## src/hdl/rp_pkg.sv

```systemverilog
package rp_pkg;

  //////////////////////////////////////////////////////////////////////
  // analog path widths
  //////////////////////////////////////////////////////////////////////

  localparam int ADC_W       = 14;  // raw converter word
  localparam int ADC_TRUNC_W = 12;  // captured sample after truncation
  localparam int DAC_W       = 14;  // DAC word, also generator/controller streams
  localparam int SUM_W       = 15;  // stream sum, one guard bit
  localparam int CH_N        = 2;   // two analog channels

  // DAC saturation limits, two's complement before code inversion
  localparam logic [DAC_W-1:0] DAC_POS_SAT = 14'h1fff;
  localparam logic [DAC_W-1:0] DAC_NEG_SAT = 14'h2000;

  //////////////////////////////////////////////////////////////////////
  // reset sequencing
  //////////////////////////////////////////////////////////////////////

  localparam int SYNC_STAGES = 2;   // lock / ready synchronizer depth
  localparam int RST_LEN     = 16;  // adc_clk cycles held after lock and ready

  localparam int RST_CNT_W = $clog2(RST_LEN + 1);
  localparam logic [RST_CNT_W-1:0] RST_CNT_END = RST_CNT_W'(RST_LEN);

  //////////////////////////////////////////////////////////////////////
  // daisy chain and expansion connector
  //////////////////////////////////////////////////////////////////////

  localparam int DAISY_W = 16;
  localparam logic [DAISY_W-1:0] DAISY_IDLE_PAT = 16'h1234;  // link test word

  localparam int EXP_W = 8;  // pins per connector side

  // daisy mode bits
  localparam int MODE_W        = 3;
  localparam int MODE_SYNC     = 0;  // trigger sync over the chain
  localparam int MODE_ALT_OUT  = 1;  // trigger out on expansion pin 0
  localparam int MODE_ASG_TRIG = 2;  // generator trigger instead of scope

endpackage

```

## src/hdl/rp_reset_seq.sv

```systemverilog
module rp_reset_seq (
  input  logic adc_clk,
  input  logic rst_n_i,       // board reset, sync, active low
  input  logic pll_locked_i,  // from clock PLL, async
  input  logic idly_rdy_i,    // input delay controller ready, async
  output logic adc_rstn_o     // ADC domain reset, active low
);

  // synchronizer chains, newest sample in bit 0
  logic [rp_pkg::SYNC_STAGES-1:0] lock_sync;
  logic [rp_pkg::SYNC_STAGES-1:0] rdy_sync;
  logic                           lock_ok;
  logic                           rdy_ok;

  logic [rp_pkg::RST_CNT_W-1:0] rst_cnt;  // cycles with all conditions met

  //////////////////////////////////////////////////////////////////////
  // status synchronizers
  //////////////////////////////////////////////////////////////////////

  // ready comes from the delay controller's reference clock, so it
  // gets the same treatment as the lock
  always_ff @(posedge adc_clk) begin
    if (!rst_n_i) begin
      lock_sync <= '0;  // treat as unlocked
      rdy_sync  <= '0;
    end else begin
      lock_sync <= {lock_sync[rp_pkg::SYNC_STAGES-2:0], pll_locked_i};
      rdy_sync  <= {rdy_sync[rp_pkg::SYNC_STAGES-2:0], idly_rdy_i};
    end
  end

  assign lock_ok = lock_sync[rp_pkg::SYNC_STAGES-1];
  assign rdy_ok  = rdy_sync[rp_pkg::SYNC_STAGES-1];

  //////////////////////////////////////////////////////////////////////
  // release counter
  //////////////////////////////////////////////////////////////////////

  // any dropped condition restarts the count and pulls reset back low
  always_ff @(posedge adc_clk) begin
    if (!rst_n_i || !lock_ok || !rdy_ok) begin
      rst_cnt    <= '0;
      adc_rstn_o <= 1'b0;
    end else if (rst_cnt != rp_pkg::RST_CNT_END) begin
      rst_cnt    <= rst_cnt + 1'b1;
      // release on the edge where the count completes
      adc_rstn_o <= (rst_cnt == rp_pkg::RST_CNT_END - 1'b1);
    end
    // count done: hold released
  end

endmodule

```

## src/hdl/rp_adc_capture.sv

```systemverilog
module rp_adc_capture (
  input  logic adc_clk,
  input  logic adc_rstn_i,
  input  logic digital_loop_i,  // replace ADC data with DAC sums
  input  logic [rp_pkg::CH_N-1:0][rp_pkg::ADC_W-1:0]       adc_raw_i,  // parallel lanes
  input  logic [rp_pkg::CH_N-1:0][rp_pkg::SUM_W-1:0]       dac_sum_i,  // unsaturated sums
  output logic [rp_pkg::CH_N-1:0][rp_pkg::ADC_TRUNC_W-1:0] adc_dat_o
);

  // truncation keeps the top bits of a 14 bit word
  localparam int TRUNC_LSB = rp_pkg::ADC_W - rp_pkg::ADC_TRUNC_W;

  logic [rp_pkg::CH_N-1:0][rp_pkg::ADC_W-1:0] adc_cnv;  // two's complement, stage 1

  //////////////////////////////////////////////////////////////////////
  // stage 1: code conversion
  //////////////////////////////////////////////////////////////////////

  // converter gives unsigned code with negative slope
  // flipping all but the msb lands on two's complement
  always_ff @(posedge adc_clk) begin
    for (int ch = 0; ch < rp_pkg::CH_N; ch++) begin
      adc_cnv[ch] <= {adc_raw_i[ch][rp_pkg::ADC_W-1],
                      ~adc_raw_i[ch][rp_pkg::ADC_W-2:0]};
    end
  end

  //////////////////////////////////////////////////////////////////////
  // stage 2: channel crossing / loopback
  //////////////////////////////////////////////////////////////////////

  // board lanes are swapped, out 0 takes ADC 1 and the other way round
  // loopback keeps channel order, sum n goes to out n
  always_ff @(posedge adc_clk) begin
    if (!adc_rstn_i) begin
      adc_dat_o <= '0;
    end else begin
      for (int ch = 0; ch < rp_pkg::CH_N; ch++) begin
        if (digital_loop_i) begin
          adc_dat_o[ch] <= dac_sum_i[ch][rp_pkg::DAC_W-1:TRUNC_LSB];  // sum bits 13..2
        end else begin
          adc_dat_o[ch] <= adc_cnv[rp_pkg::CH_N-1-ch][rp_pkg::ADC_W-1:TRUNC_LSB];
        end
      end
    end
  end

endmodule

```

## src/hdl/rp_dac_mix.sv

```systemverilog
module rp_dac_mix (
  input  logic adc_clk,
  input  logic adc_rstn_i,
  input  logic signed [rp_pkg::CH_N-1:0][rp_pkg::DAC_W-1:0] asg_dat_i,  // generator
  input  logic signed [rp_pkg::CH_N-1:0][rp_pkg::DAC_W-1:0] pid_dat_i,  // controller
  output logic        [rp_pkg::CH_N-1:0][rp_pkg::SUM_W-1:0] dac_sum_o,  // for loopback
  output logic        [rp_pkg::CH_N-1:0][rp_pkg::DAC_W-1:0] dac_dat_o   // to converter
);

  logic [rp_pkg::CH_N-1:0][rp_pkg::DAC_W-1:0] dac_sat;  // saturated, two's complement
  logic [rp_pkg::CH_N-1:0][rp_pkg::DAC_W-1:0] dac_cnv;  // converter code, stage 1

  //////////////////////////////////////////////////////////////////////
  // sum and saturation
  //////////////////////////////////////////////////////////////////////

  // packed element selects lose the sign, so mark them again
  always_comb begin
    for (int ch = 0; ch < rp_pkg::CH_N; ch++) begin
      dac_sum_o[ch] = $signed(asg_dat_i[ch]) + $signed(pid_dat_i[ch]);  // sign extended
    end
  end

  // overflow when guard bit and msb disagree
  always_comb begin
    for (int ch = 0; ch < rp_pkg::CH_N; ch++) begin
      if (dac_sum_o[ch][rp_pkg::SUM_W-1] ^ dac_sum_o[ch][rp_pkg::SUM_W-2]) begin
        if (dac_sum_o[ch][rp_pkg::SUM_W-1]) begin
          dac_sat[ch] = rp_pkg::DAC_NEG_SAT;  // negative full scale
        end else begin
          dac_sat[ch] = rp_pkg::DAC_POS_SAT;  // positive full scale
        end
      end else begin
        dac_sat[ch] = dac_sum_o[ch][rp_pkg::DAC_W-1:0];  // fits, drop guard bit
      end
    end
  end

  //////////////////////////////////////////////////////////////////////
  // code inversion and crossing
  //////////////////////////////////////////////////////////////////////

  // converter wants all bits inverted
  always_ff @(posedge adc_clk) begin
    for (int ch = 0; ch < rp_pkg::CH_N; ch++) begin
      dac_cnv[ch] <= ~dac_sat[ch];
    end
  end

  always_ff @(posedge adc_clk) begin
    if (!adc_rstn_i) begin
      dac_dat_o <= '0;
    end else begin
      for (int ch = 0; ch < rp_pkg::CH_N; ch++) begin
        dac_dat_o[ch] <= dac_cnv[rp_pkg::CH_N-1-ch];  // ch 1 -> dac 0, ch 0 -> dac 1
      end
    end
  end

endmodule

```

## src/hdl/rp_trig_route.sv

```systemverilog
module rp_trig_route (
  input  logic adc_clk,
  input  logic adc_rstn_i,
  input  logic trig_i,                              // external trigger pin
  input  logic [rp_pkg::MODE_W-1:0]  daisy_mode_i,
  input  logic [rp_pkg::DAISY_W-1:0] par_dat_i,     // received daisy word
  input  logic rx_rdy_i,                            // daisy receiver ready
  input  logic scope_trig_i,
  input  logic asg_trig_i,
  input  logic [rp_pkg::EXP_W-1:0]   gpio_n_out_i,
  input  logic [rp_pkg::EXP_W-1:0]   gpio_n_dir_i,  // 1 = output
  output logic trig_ext_o,
  output logic [rp_pkg::DAISY_W-1:0] par_dat_o,     // daisy transmit word
  output logic par_dv_o,
  output logic [rp_pkg::EXP_W-1:0]   exp_n_out_o,
  output logic [rp_pkg::EXP_W-1:0]   exp_n_oe_o
);

  logic daisy_trig;  // any bit set on the incoming word
  logic sync_mode;
  logic trig_sel;    // trigger sent down the chain / out on pin 0

  assign sync_mode = daisy_mode_i[rp_pkg::MODE_SYNC];

  //////////////////////////////////////////////////////////////////////
  // daisy trigger and external gating
  //////////////////////////////////////////////////////////////////////

  always_ff @(posedge adc_clk) begin
    if (!adc_rstn_i) begin
      daisy_trig <= 1'b0;
    end else begin
      daisy_trig <= |par_dat_i;
    end
  end

  // chain trigger blocks the local pin while synced
  assign trig_ext_o = trig_i & ~(sync_mode & daisy_trig);

  assign trig_sel = daisy_mode_i[rp_pkg::MODE_ASG_TRIG] ? asg_trig_i : scope_trig_i;

  //////////////////////////////////////////////////////////////////////
  // daisy transmit
  //////////////////////////////////////////////////////////////////////

  // sync: trigger on every bit, no valid; else idle pattern for link test
  assign par_dat_o = sync_mode ? {rp_pkg::DAISY_W{trig_sel}} : rp_pkg::DAISY_IDLE_PAT;
  assign par_dv_o  = sync_mode ? 1'b0 : rx_rdy_i;

  //////////////////////////////////////////////////////////////////////
  // expansion connector, n side
  //////////////////////////////////////////////////////////////////////

  // only pin 0 has an alternate function
  always_comb begin
    exp_n_out_o = gpio_n_out_i;  // plain GPIO by default
    exp_n_oe_o  = gpio_n_dir_i;
    if (daisy_mode_i[rp_pkg::MODE_ALT_OUT]) begin
      exp_n_out_o[0] = trig_sel;
      exp_n_oe_o[0]  = 1'b1;     // forced output
    end
  end

endmodule

```

## src/hdl/rp_analog_top.sv

```systemverilog
module rp_analog_top (
  input  logic adc_clk,
  input  logic rst_n_i,
  // clocking status
  input  logic pll_locked_i,
  input  logic idly_rdy_i,
  // configuration
  input  logic digital_loop_i,
  input  logic [rp_pkg::MODE_W-1:0] daisy_mode_i,
  // ADC / DAC streams
  input  logic        [rp_pkg::CH_N-1:0][rp_pkg::ADC_W-1:0] adc_raw_i,
  input  logic signed [rp_pkg::CH_N-1:0][rp_pkg::DAC_W-1:0] asg_dat_i,
  input  logic signed [rp_pkg::CH_N-1:0][rp_pkg::DAC_W-1:0] pid_dat_i,
  // triggers and daisy
  input  logic trig_i,
  input  logic [rp_pkg::DAISY_W-1:0] par_dat_i,
  input  logic rx_rdy_i,
  input  logic scope_trig_i,
  input  logic asg_trig_i,
  // expansion GPIO
  input  logic [rp_pkg::EXP_W-1:0] gpio_n_out_i,
  input  logic [rp_pkg::EXP_W-1:0] gpio_n_dir_i,
  output logic [rp_pkg::CH_N-1:0][rp_pkg::ADC_TRUNC_W-1:0] adc_dat_o,
  output logic [rp_pkg::CH_N-1:0][rp_pkg::DAC_W-1:0]       dac_dat_o,
  output logic dac_reset_o,
  output logic trig_ext_o,
  output logic [rp_pkg::DAISY_W-1:0] par_dat_o,
  output logic par_dv_o,
  output logic [rp_pkg::EXP_W-1:0] exp_n_out_o,
  output logic [rp_pkg::EXP_W-1:0] exp_n_oe_o
);

  logic adc_rstn;  // ADC domain reset
  logic [rp_pkg::CH_N-1:0][rp_pkg::SUM_W-1:0] dac_sum;  // loopback source

  //////////////////////////////////////////////////////////////////////
  // reset
  //////////////////////////////////////////////////////////////////////

  rp_reset_seq u_reset_seq (
    .adc_clk      (adc_clk),
    .rst_n_i      (rst_n_i),
    .pll_locked_i (pll_locked_i),
    .idly_rdy_i   (idly_rdy_i),
    .adc_rstn_o   (adc_rstn)
  );

  always_ff @(posedge adc_clk) begin
    dac_reset_o <= ~adc_rstn;  // DAC reset is active high
  end

  //////////////////////////////////////////////////////////////////////
  // analog path
  //////////////////////////////////////////////////////////////////////

  rp_adc_capture u_adc_capture (
    .adc_clk        (adc_clk),
    .adc_rstn_i     (adc_rstn),
    .digital_loop_i (digital_loop_i),
    .adc_raw_i      (adc_raw_i),
    .dac_sum_i      (dac_sum),
    .adc_dat_o      (adc_dat_o)
  );

  rp_dac_mix u_dac_mix (
    .adc_clk    (adc_clk),
    .adc_rstn_i (adc_rstn),
    .asg_dat_i  (asg_dat_i),
    .pid_dat_i  (pid_dat_i),
    .dac_sum_o  (dac_sum),
    .dac_dat_o  (dac_dat_o)
  );

  //////////////////////////////////////////////////////////////////////
  // triggers
  //////////////////////////////////////////////////////////////////////

  rp_trig_route u_trig_route (
    .adc_clk      (adc_clk),
    .adc_rstn_i   (adc_rstn),
    .trig_i       (trig_i),
    .daisy_mode_i (daisy_mode_i),
    .par_dat_i    (par_dat_i),
    .rx_rdy_i     (rx_rdy_i),
    .scope_trig_i (scope_trig_i),
    .asg_trig_i   (asg_trig_i),
    .gpio_n_out_i (gpio_n_out_i),
    .gpio_n_dir_i (gpio_n_dir_i),
    .trig_ext_o   (trig_ext_o),
    .par_dat_o    (par_dat_o),
    .par_dv_o     (par_dv_o),
    .exp_n_out_o  (exp_n_out_o),
    .exp_n_oe_o   (exp_n_oe_o)
  );

endmodule

```

## config.mk

```make
export PLATFORM = sky130hd
export DESIGN_NAME = rp_analog_top
export DESIGN_NICKNAME = d
export VERILOG_FILES = /design/src/hdl/rp_pkg.sv /design/src/hdl/rp_reset_seq.sv /design/src/hdl/rp_adc_capture.sv /design/src/hdl/rp_dac_mix.sv /design/src/hdl/rp_trig_route.sv /design/src/hdl/rp_analog_top.sv
export SDC_FILE = /design/constraint.sdc
export NUM_CORES = 1
export LEC_CHECK = 0
export BUFFER_PORTS_ARGS = -buffer_cell sky130_fd_sc_hd__clkbuf_2
export CAP_MARGIN = 20
export CORE_MARGIN = 3
export CORE_UTILIZATION = 35
export DETAILED_ROUTE_END_ITERATION = 10
export MAX_ROUTING_LAYER = met4
export PLACE_DENSITY = 0.68
export SLEW_MARGIN = 0
export SYNTH_ARGS = -nofsm -noshare
export SYNTH_HDL_FRONTEND = slang
export SYNTH_HIERARCHICAL = 1
export SYNTH_SLANG_ARGS = --single-unit
```

## constraint.sdc

```tcl
create_clock -name adc_clk -period 3.7 [get_ports adc_clk]
set_input_delay 0.555 -clock adc_clk [delete_from_list [all_inputs] [get_ports adc_clk]]
set_output_delay 0.555 -clock adc_clk [all_outputs]
set_load 0.02 [all_outputs]
```

==> impl_metrics.json, run 1 <==
{
  "outcome": "finished clean",
  "grt_usage": 0.149,
  "synth_top_area_cell": "dfxtp_1",
  "seq_area_frac_synth": 0.429,
  "arrival_ns": 2.76,
  "pin_count": 215,
  "drc_errors": 0,
  "tightest_slew_ns": 0.970,
  "grt_setup_unrepaired": "no",
  "postSynthCellCount": 537,
  "utilization": 0.457,
  "start_util": 0.365,
  "p_total_w": 0.00355,
  "nets": 855,
  "cts_tree": "yes",
  "hpwl_mm": 9.19,
  "grtUsageMet2": 0.237,
  "min_delay_path_depth": 1,
  "diodes": 0,
  "synth_top_cell_area_share": 0.429,
  "synth_ff_type": "dfxtp_1",
  "ant_nets": 0,
  "yosysUniqueCellTypes": 59,
  "die_h_um": 130,
  "h-tree-depth": 4,
  "cts_buffers": 17,
  "drt_iter0_markers": 134,
  "grt_pass1_wl_mm": 18.9,
  "clk_latency_ns": 0.41,
  "met1_usage": 0.175,
  "cts_root_buffer": "clkbuf_16",
  "syn-mean-instance-area_um2": 10.1,
  "synth-edff-count": 0,
  "startpoint_type": "input port",
  "min-delay-path-class": "in2reg",
  "synth_area_um2": 5410,
  "grt_util_met3": 0.0364,
  "first_pass_iters": 4,
  "drt_wl_total_mm": 12.2,
  "core-area_um2": 14800,
  "cp_top_family": "compound AO/OA/AOI/OAI gates",
  "r2r_cells": 5,
  "slowest_stage": "xor2_2",
  "drive_gt1_frac": 0.334,
  "power_density_nw_per_um2": 525,
  "path_cells": "clkbuf_2, ha_1, a21o_1, a21oi_2, a21oi_2, o41ai_4, xor2_2, inv_1, mux2i_1, nor2b_1",
  "worst_path_largest_cell_delay_ns": 0.60,
  "hold_buffers": 0,
  "num_rows": 44,
  "end_kind": "flip-flop",
  "clockBufferDepth": 2,
  "max-slew-margin-rel": 0.353,
  "worstPathRequired_ns": 4.00,
  "path_clk_slew_ns": 0.05,
  "setup_violations": 0,
  "gp_congestion": 0.853,
  "ys_seq_elements": 116,
  "postSynthNetCount": 698,
  "setup-tns-final_ns": 0,
  "finalMaxSlewViolations": 0,
  "ys_top_cells_by_area": "dfxtp_1, ha_1, mux2i_1",
  "via_count": 4101,
  "cts_resized": 0,
  "viasPerCell": 4.60,
  "worst-path-max-fanout": 14,
  "grt_antenna_before_repair": 0,
  "post_cts_buffers": 0,
  "cp_num_buf_inv": 2,
  "die_area_um2": 17000,
  "hold_violations": 0,
  "grt_max_degree": 56,
  "top_usage_layer": "met2",
  "crit_path_frequent_cell": "a21oi_2",
  "port_buffers": 182,
  "fmax_mhz": 407,
  "grt_pass1_vias": 3968,
  "fin_skew_ns": 0.00893,
  "clock_sinks": 116,
  "crit_type": "in2reg",
  "ir_drop_mv": 0.270,
  "yosys_warnings": 6,
  "fin_crit_sh": 0.665,
  "async_reset_ff_frac": 0,
  "post-route-min-period_ns": 2.46,
  "grt-ovfl-total": 0,
  "drv_cap": 0,
  "routedWlPerCell_um": 13.7,
  "synthToLayoutAreaGrowth_pct": 25.1,
  "dieWidth_um": 130,
  "crit_cells": 10,
  "leakagePower_nw": 3.37
}
-- cells in the final DEF (no fill, tap or decap), types with 12 or more instances in the layout --
cell	synthesis	routed
a21oi_1	30	30
and2_1	32	32
clkbuf_16	0	17
clkbuf_2	0	182
dfxtp_1	116	115
ha_1	31	31
inv_1	61	61
maj3_1	20	20
mux2i_1	30	30
nand2_1	15	15
nor2b_1	28	28
o21ai_0	12	12
xnor2_1	12	12
-- power by group --
group	internal [W]	switching, W	leakage, nW	total, W
logic	0.000256	0.000325	2.14	0.000581
registers	0.00135	0.0000217	0.955	0.00138
clock network	0.000996	0.000600	0.270	0.00160
total	0.00261	0.000947	3.37	0.00355
-- layer usage --
layer  up-vias  routed length, µm  part of all wire
met5         -                  0                 0
met4         0                360             0.030
met3        37                658             0.054
met2       138               5720              0.47
met1      1833               5440              0.45
li1       2093                  -                 -
-- area by class of cell --
| cell class | count | area [µm²] |
|---|---|---|
| Sequential cell | 116 | 2320 |
| Multi-Input combinational cell | 315 | 2480 |
| Inverter | 61 | 229 |
| Timing Repair Buffer | 183 | 918 |
| Tap cell | 184 | 230 |
| Clock inverter | 14 | 158 |
| Clock buffer | 18 | 429 |
| Fill cell | 1415 | 8040 |
-- cell usage after synthesis (12+ instances only) --
library cell  instances
a21oi_1              30
and2_1               32
buf_4                30
dfxtp_1             116
ha_1                 31
inv_1                61
maj3_1               20
mux2i_1              30
nand2_1              15
nor2b_1              28
o21ai_0              12
xnor2_1              12
-- state kept, by name, indices dropped and copies added (netlist names) --
| name | count |
|---|---|
| u_dac_mix/dac_dat_o | 28 |
| u_reset_seq/lock_sync | 2 |
| u_reset_seq/rdy_sync | 2 |
| u_reset_seq/adc_rstn_o | 1 |
| u_trig_route/daisy_trig | 1 |
| u_adc_capture/adc_dat_o | 24 |
| u_reset_seq/rst_cnt | 5 |
| u_adc_capture/adc_cnv | 24 |
| u_dac_mix/dac_cnv | 28 |
| dac_reset_o | 1 |
-- metrics by stage --
step	hold WS, ns	worst slack (ns)	cell area (µm²)	cells
floorplan	0.406	1.17	5410	537
global placement	0.413	0.815	6180	859
detailed placement	0.416	0.798	6180	859
CTS	0.216	1.24	6770	891
global route	0.221	1.03	6770	891
finish	0.238	1.24	6770	891
-- worst paths after layout --
path	from	end	slack [ns]
worst max-delay path	asg_dat_i[17]	u_adc_capture/adc_dat_o[23]	1.24
worst min register to register	u_dac_mix/dac_cnv[9]	u_dac_mix/dac_dat_o[23]	0.43
worst min-delay path	adc_raw_i[27]	u_adc_capture/adc_cnv[27]	0.24
worst max register to register	u_reset_seq/rst_cnt[0]	u_reset_seq/rst_cnt[1]	2.37
-- cells by family (layout without fill, tap and decap cells) --
family / count (synthesis) / after routing / share of synthesized area
compound gates: 91 / 91 / 0.123
xor+xnor: 22 / 22 / 0.0370
fa+ha+maj: 53 / 53 / 0.116
buf+inv: 106 / 276 / 0.113
flops: 116 / 116 / 0.429
mux: 30 / 30 / 0.0555
simple gates: 119 / 119 / 0.127
No activity file was read; power rests on OpenSTA's default activity.
==> run 2: changes to the inputs <==
clock period = 2.3 ns   (was 3.7 ns; I/O delays follow)
==> impl_metrics.json, run 2 (synthesized netlist as in run 1, its figures left out) <==
{
  "place_ws_ns": -0.281,
  "drt_iter0_markers": 124,
  "final_common_cell": "clkbuf_2",
  "dieWidth_um": 130,
  "grt_usage": 0.149,
  "grt_setup_unrepaired": "no",
  "hold_violations": 0,
  "synthToLayoutAreaGrowth_pct": 31.3,
  "outcome": "finished clean",
  "clk_latency_ns": 0.40,
  "setup_violations": 0,
  "grt_pass1_wl_mm": 18.9,
  "post-route-min-period_ns": 2.18,
  "cts_root_buffer": "clkbuf_16",
  "h-tree-depth": 4,
  "grt_antenna_before_repair": 0,
  "pin_count": 215,
  "tightest_slew_ns": 0.635,
  "path_clk_slew_ns": 0.06,
  "cts_resized": 0,
  "leakagePower_nw": 3.57,
  "min-delay-path-class": "in2reg",
  "die_h_um": 130,
  "grt_max_degree": 41,
  "ir_drop_mv": 0.423,
  "drive_gt1_frac": 0.372,
  "drt_wl_total_mm": 12.2,
  "max-slew-margin-rel": 0.576,
  "first_pass_iters": 4,
  "finalMaxSlewViolations": 0,
  "ant_nets": 0,
  "power_density_nw_per_um2": 829,
  "diodes": 0,
  "post_cts_buffers": 0,
  "largestRegisters": "u_dac_mix/dac_cnv x28, u_dac_mix/dac_dat_o x28",
  "port_buffers": 182,
  "fin_crit_sh": 0.947,
  "grt_pass1_vias": 4020,
  "start_util": 0.365,
  "startpoint_type": "input port",
  "nets": 892,
  "gp_congestion": 0.872,
  "cts_buffers": 17,
  "fmax_mhz": 459,
  "die_area_um2": 17000,
  "clockBufferDepth": 2,
  "routedWlPerCell_um": 13.2,
  "viasPerCell": 4.57,
  "crit_type": "in2reg",
  "fin_skew_ns": 0.00324,
  "via_count": 4245,
  "final_cell_mix": "clkbuf_2, dfxtp_1, inv_1",
  "setup-tns-final_ns": 0,
  "end_kind": "flip-flop",
  "num_rows": 44,
  "drc_errors": 0,
  "clock_sinks": 116,
  "arrival_ns": 2.46,
  "grt-ovfl-total": 0,
  "cts_tree": "yes",
  "worstPathRequired_ns": 2.59,
  "worst_slack_ns": 0.123,
  "core-area_um2": 14800,
  "hold_buffers": 0,
  "worst-path-max-fanout": 3,
  "hpwl_mm": 9.53,
  "drv_cap": 0
}
-- run 2: cell count changes in the layout (fill, tap and decap cells not counted), moves of 2 or more --
| cell | previous run | this run |
|---|---|---|
| clkinv_4 | 5 | 3 |
| inv_6 | 0 | 3 |
| buf_4 | 1 | 35 |
| buf_12 | 0 | 3 |
| clkbuf_8 | 0 | 2 |
-- run 2: through the flow --
step	hold WS [ns]	utilization	instances	power, W	area [µm²]
3_5_place_dp	0.419	0.439	896	0.00333	6500
4_1_cts	0.0269	0.480	928	0.00597	7100
5_1_grt	0.0289	0.480	928	0.00620	7100
3_3_place_gp	0.414	0.439	896	0.00331	6500
2_1_floorplan	0.373	-	537	0.00301	5420
6_report	0.0509	0.480	928	0.00589	7100
-- run 2: worst paths after layout --
path / start / cells past startpoint / slack (ns) / end
min reg2reg: u_dac_mix/dac_cnv[1] / 1 / 0.43 / u_dac_mix/dac_dat_o[15]
min: adc_raw_i[27] / 1 / 0.05 / u_adc_capture/adc_cnv[27]
max reg2reg: u_reset_seq/rst_cnt[0] / 5 / 0.96 / u_reset_seq/adc_rstn_o
max: asg_dat_i[14] / 9 / 0.12 / u_dac_mix/dac_cnv[26]
-- run 2: layout make-up --
| type | instances | area (µm²) |
|---|---|---|
| fillers | 1429 | 7700 |
| clock buffers | 19 | 453 |
| flip-flops and latches | 116 | 2320 |
| clock inverters | 13 | 148 |
| repair buffers | 220 | 1230 |
| multi-input cells | 315 | 2490 |
| well taps | 184 | 230 |
| inverters | 61 | 229 |
-- run 2: where the power goes --
part / total (W) / switching, W / internal [W]
logic: 0.00107 / 0.000551 / 0.000520
registers: 0.00221 / 0.0000313 / 0.00218
clock network: 0.00261 / 0.000948 / 0.00166
-- run 2: critical path, cell delays in order --
cell and delay, ns:
clkbuf_2 0.08, ha_1 0.22, fa_2 0.37, a21oi_2 0.19, o211ai_1 0.15, a221oi_2 0.41, a31oi_1 0.16, xnor2_1 0.18
maj3_1 0.35
-- run 2: layer usage --
layer	vias to the layer above	routed length, µm	track usage	share of wire
met5	-	0	-	0
met4	0	250	0.0654	0.020
met3	23	639	0.0377	0.052
met2	139	5820	0.244	0.48
met1	1916	5540	0.172	0.45
li1	2167	-	-	-
==> run 3: changes to the inputs <==
CELL_PAD_IN_SITES_DETAIL_PLACEMENT = 0   (was unset)
CELL_PAD_IN_SITES_GLOBAL_PLACEMENT = 1   (was unset)
PLACE_DENSITY = 0.85   (was 0.68)
==> impl_metrics.json, run 3 (synthesized netlist as in run 1, its figures left out) <==
{
  "slowest_stage": "fa_2",
  "reg2reg_from": "u_reset_seq/rst_cnt[0]",
  "ant_nets": 0,
  "power.internal_w": 0.00419,
  "hp-start": "adc_raw_i[27]",
  "min_to": "u_adc_capture/adc_cnv[27]",
  "finalMaxSlewViolations": 0,
  "worst_path_largest_cell_delay_ns": 0.36,
  "diodes": 0,
  "arrival_ns": 2.40,
  "regArea_um2": 2320,
  "pwr-share-seq": 0.389,
  "h-tree-depth": 4,
  "power_frac_clock": 0.425,
  "post-route-min-period_ns": 2.11,
  "grt_pass1_vias": 3939,
  "startpoint_type": "input port",
  "fin_skew_ns": 0.00681,
  "via_count": 4197,
  "r2r_cells": 5,
  "placed_cells": 894,
  "setup_violations": 0,
  "drt_iter0_markers": 134,
  "hold_violations": 0,
  "end_kind": "flip-flop",
  "hold_buffers": 0,
  "drc_errors": 0,
  "die_area_um2": 17000,
  "routedWlPerCell_um": 13.6,
  "hold_ws_ns": 0.0377,
  "first_pass_iters": 4,
  "pin_count": 215,
  "path_cells": "clkbuf_2, ha_1, fa_2, a21oi_2, o211ai_1, a221oi_2, buf_4, a31oi_1, xnor2_1, maj3_1",
  "power_density_nw_per_um2": 811,
  "regToRegEndpoint": "u_reset_seq/adc_rstn_o",
  "cp_top_family": "adder cells",
  "path_clk_slew_ns": 0.05,
  "fin_crit_sh": 0.919,
  "tightest_slew_ns": 0.575,
  "grt_usage": 0.152,
  "core-area_um2": 14800,
  "final_cell_mix": "clkbuf_2, dfxtp_1, inv_1",
  "max-slew-margin-rel": 0.616,
  "largestRegisters": "u_dac_mix/dac_cnv x28, u_dac_mix/dac_dat_o x28",
  "grt_pass1_wl_mm": 19.2,
  "cts_root_buffer": "clkbuf_16",
  "cts_tree": "yes",
  "clock_sinks": 116,
  "viasPerCell": 4.53,
  "crit_type": "in2reg",
  "clockBufferDepth": 2,
  "fin_cells": 926,
  "min_delay_path_depth": 1,
  "grt_setup_unrepaired": "no",
  "worst-path-max-fanout": 3,
  "cts_resized": 0,
  "ir_drop_mv": 0.557,
  "leakagePower_nw": 3.54,
  "drt_wl_total_mm": 12.6,
  "synthToLayoutAreaGrowth_pct": 30.2,
  "post_cts_buffers": 0,
  "min-delay-path-class": "in2reg",
  "combPwrFrac": 0.185,
  "cts_buffers": 17,
  "p_switching_w": 0.00151,
  "final_common_cell": "clkbuf_2",
  "drive_gt1_frac": 0.369,
  "start_util": 0.365,
  "gp_congestion": 0.844,
  "drv_cap": 0,
  "grt_max_degree": 32,
  "die_h_um": 130,
  "dieWidth_um": 130,
  "fillers": 1429,
  "fmax_mhz": 473,
  "clk_latency_ns": 0.41,
  "rrSetupSlack_ns": 0.96,
  "outcome": "finished clean",
  "grt-ovfl-total": 0,
  "cp_num_buf_inv": 2,
  "grt_antenna_before_repair": 0,
  "hpwl_mm": 9.79,
  "worstPathRequired_ns": 2.59,
  "switching_share": 0.265,
  "port_buffers": 182,
  "num_rows": 44,
  "nets": 890,
  "multi_input_area_um2": 2490
}
-- run 3: cell types whose count changed in the layout (fill, tap and decap cells not counted), sizes merged --
cell	delta
buf	-2
clkinv	+1
clkinvlp	+2
inv	-2
bufinv	-1
-- run 3: area by class of cell --
| class | instances | share of cell area |
|---|---|---|
| Inverter | 61 | 0.0325 |
| Clock buffer | 19 | 0.0629 |
| Clock inverter | 13 | 0.0155 |
| Sequential cell | 116 | 0.330 |
| Multi-Input combinational cell | 315 | 0.353 |
| Tap cell | 184 | 0.0327 |
| Timing Repair Buffer | 218 | 0.173 |
-- run 3: per-layer routing --
layer,track usage,up-vias,share of wire
met3,0.0418,22,0.066
met2,0.240,138,0.46
met4,0.0587,0,0.018
li1,-,2154,-
met5,-,-,0
met1,0.184,1883,0.46
-- run 3: power by group through the flow --
stage	Clock, W	Sequential (W)	Combinational, W
after floorplan	0	0.00224	0.000768
after detailed placement	0	0.00226	0.00106
after global routing	0.00257	0.00224	0.00117
final	0.00243	0.00222	0.00106
after CTS	0.00248	0.00222	0.00107
after global placement	0	0.00227	0.00105
-- run 3: how the worst max path moves through the flow --
stage | from | end | slack (ns) | depth (start not counted)
2_1_floorplan | asg_dat_i[14] | u_dac_mix/dac_cnv[26] | 0.03 | 8
3_3_place_gp | asg_dat_i[14] | u_dac_mix/dac_cnv[26] | -0.18 | 10
6_report | asg_dat_i[14] | u_dac_mix/dac_cnv[26] | 0.19 | 10
4_1_cts | asg_dat_i[14] | u_dac_mix/dac_cnv[26] | 0.22 | 10
5_1_grt | asg_dat_i[14] | u_dac_mix/dac_cnv[26] | 0.08 | 10
3_5_place_dp | asg_dat_i[14] | u_dac_mix/dac_cnv[26] | -0.20 | 10
-- run 3: per-stage QoR --
stage	instance area, µm²	worst slack [ns]	power [W]	TNS (ns)	util
finish	7040	0.186	0.00571	0	0.475
global route	7040	0.0817	0.00599	0	0.475
CTS	7040	0.220	0.00577	0	0.475
detailed placement	6490	-0.202	0.00333	-2.79	0.438
global placement	6490	-0.180	0.00332	-2.18	0.438
floorplan	5420	0.0274	0.00301	0	-
-- run 3: worst reg2reg max path, cell delays in order (launching register included) --
cell	delay, ns
dfxtp_1	0.32
inv_1	0.10
ha_1	0.15
and4bb_1	0.39
mux2i_1	0.22
nor2_1	0.05
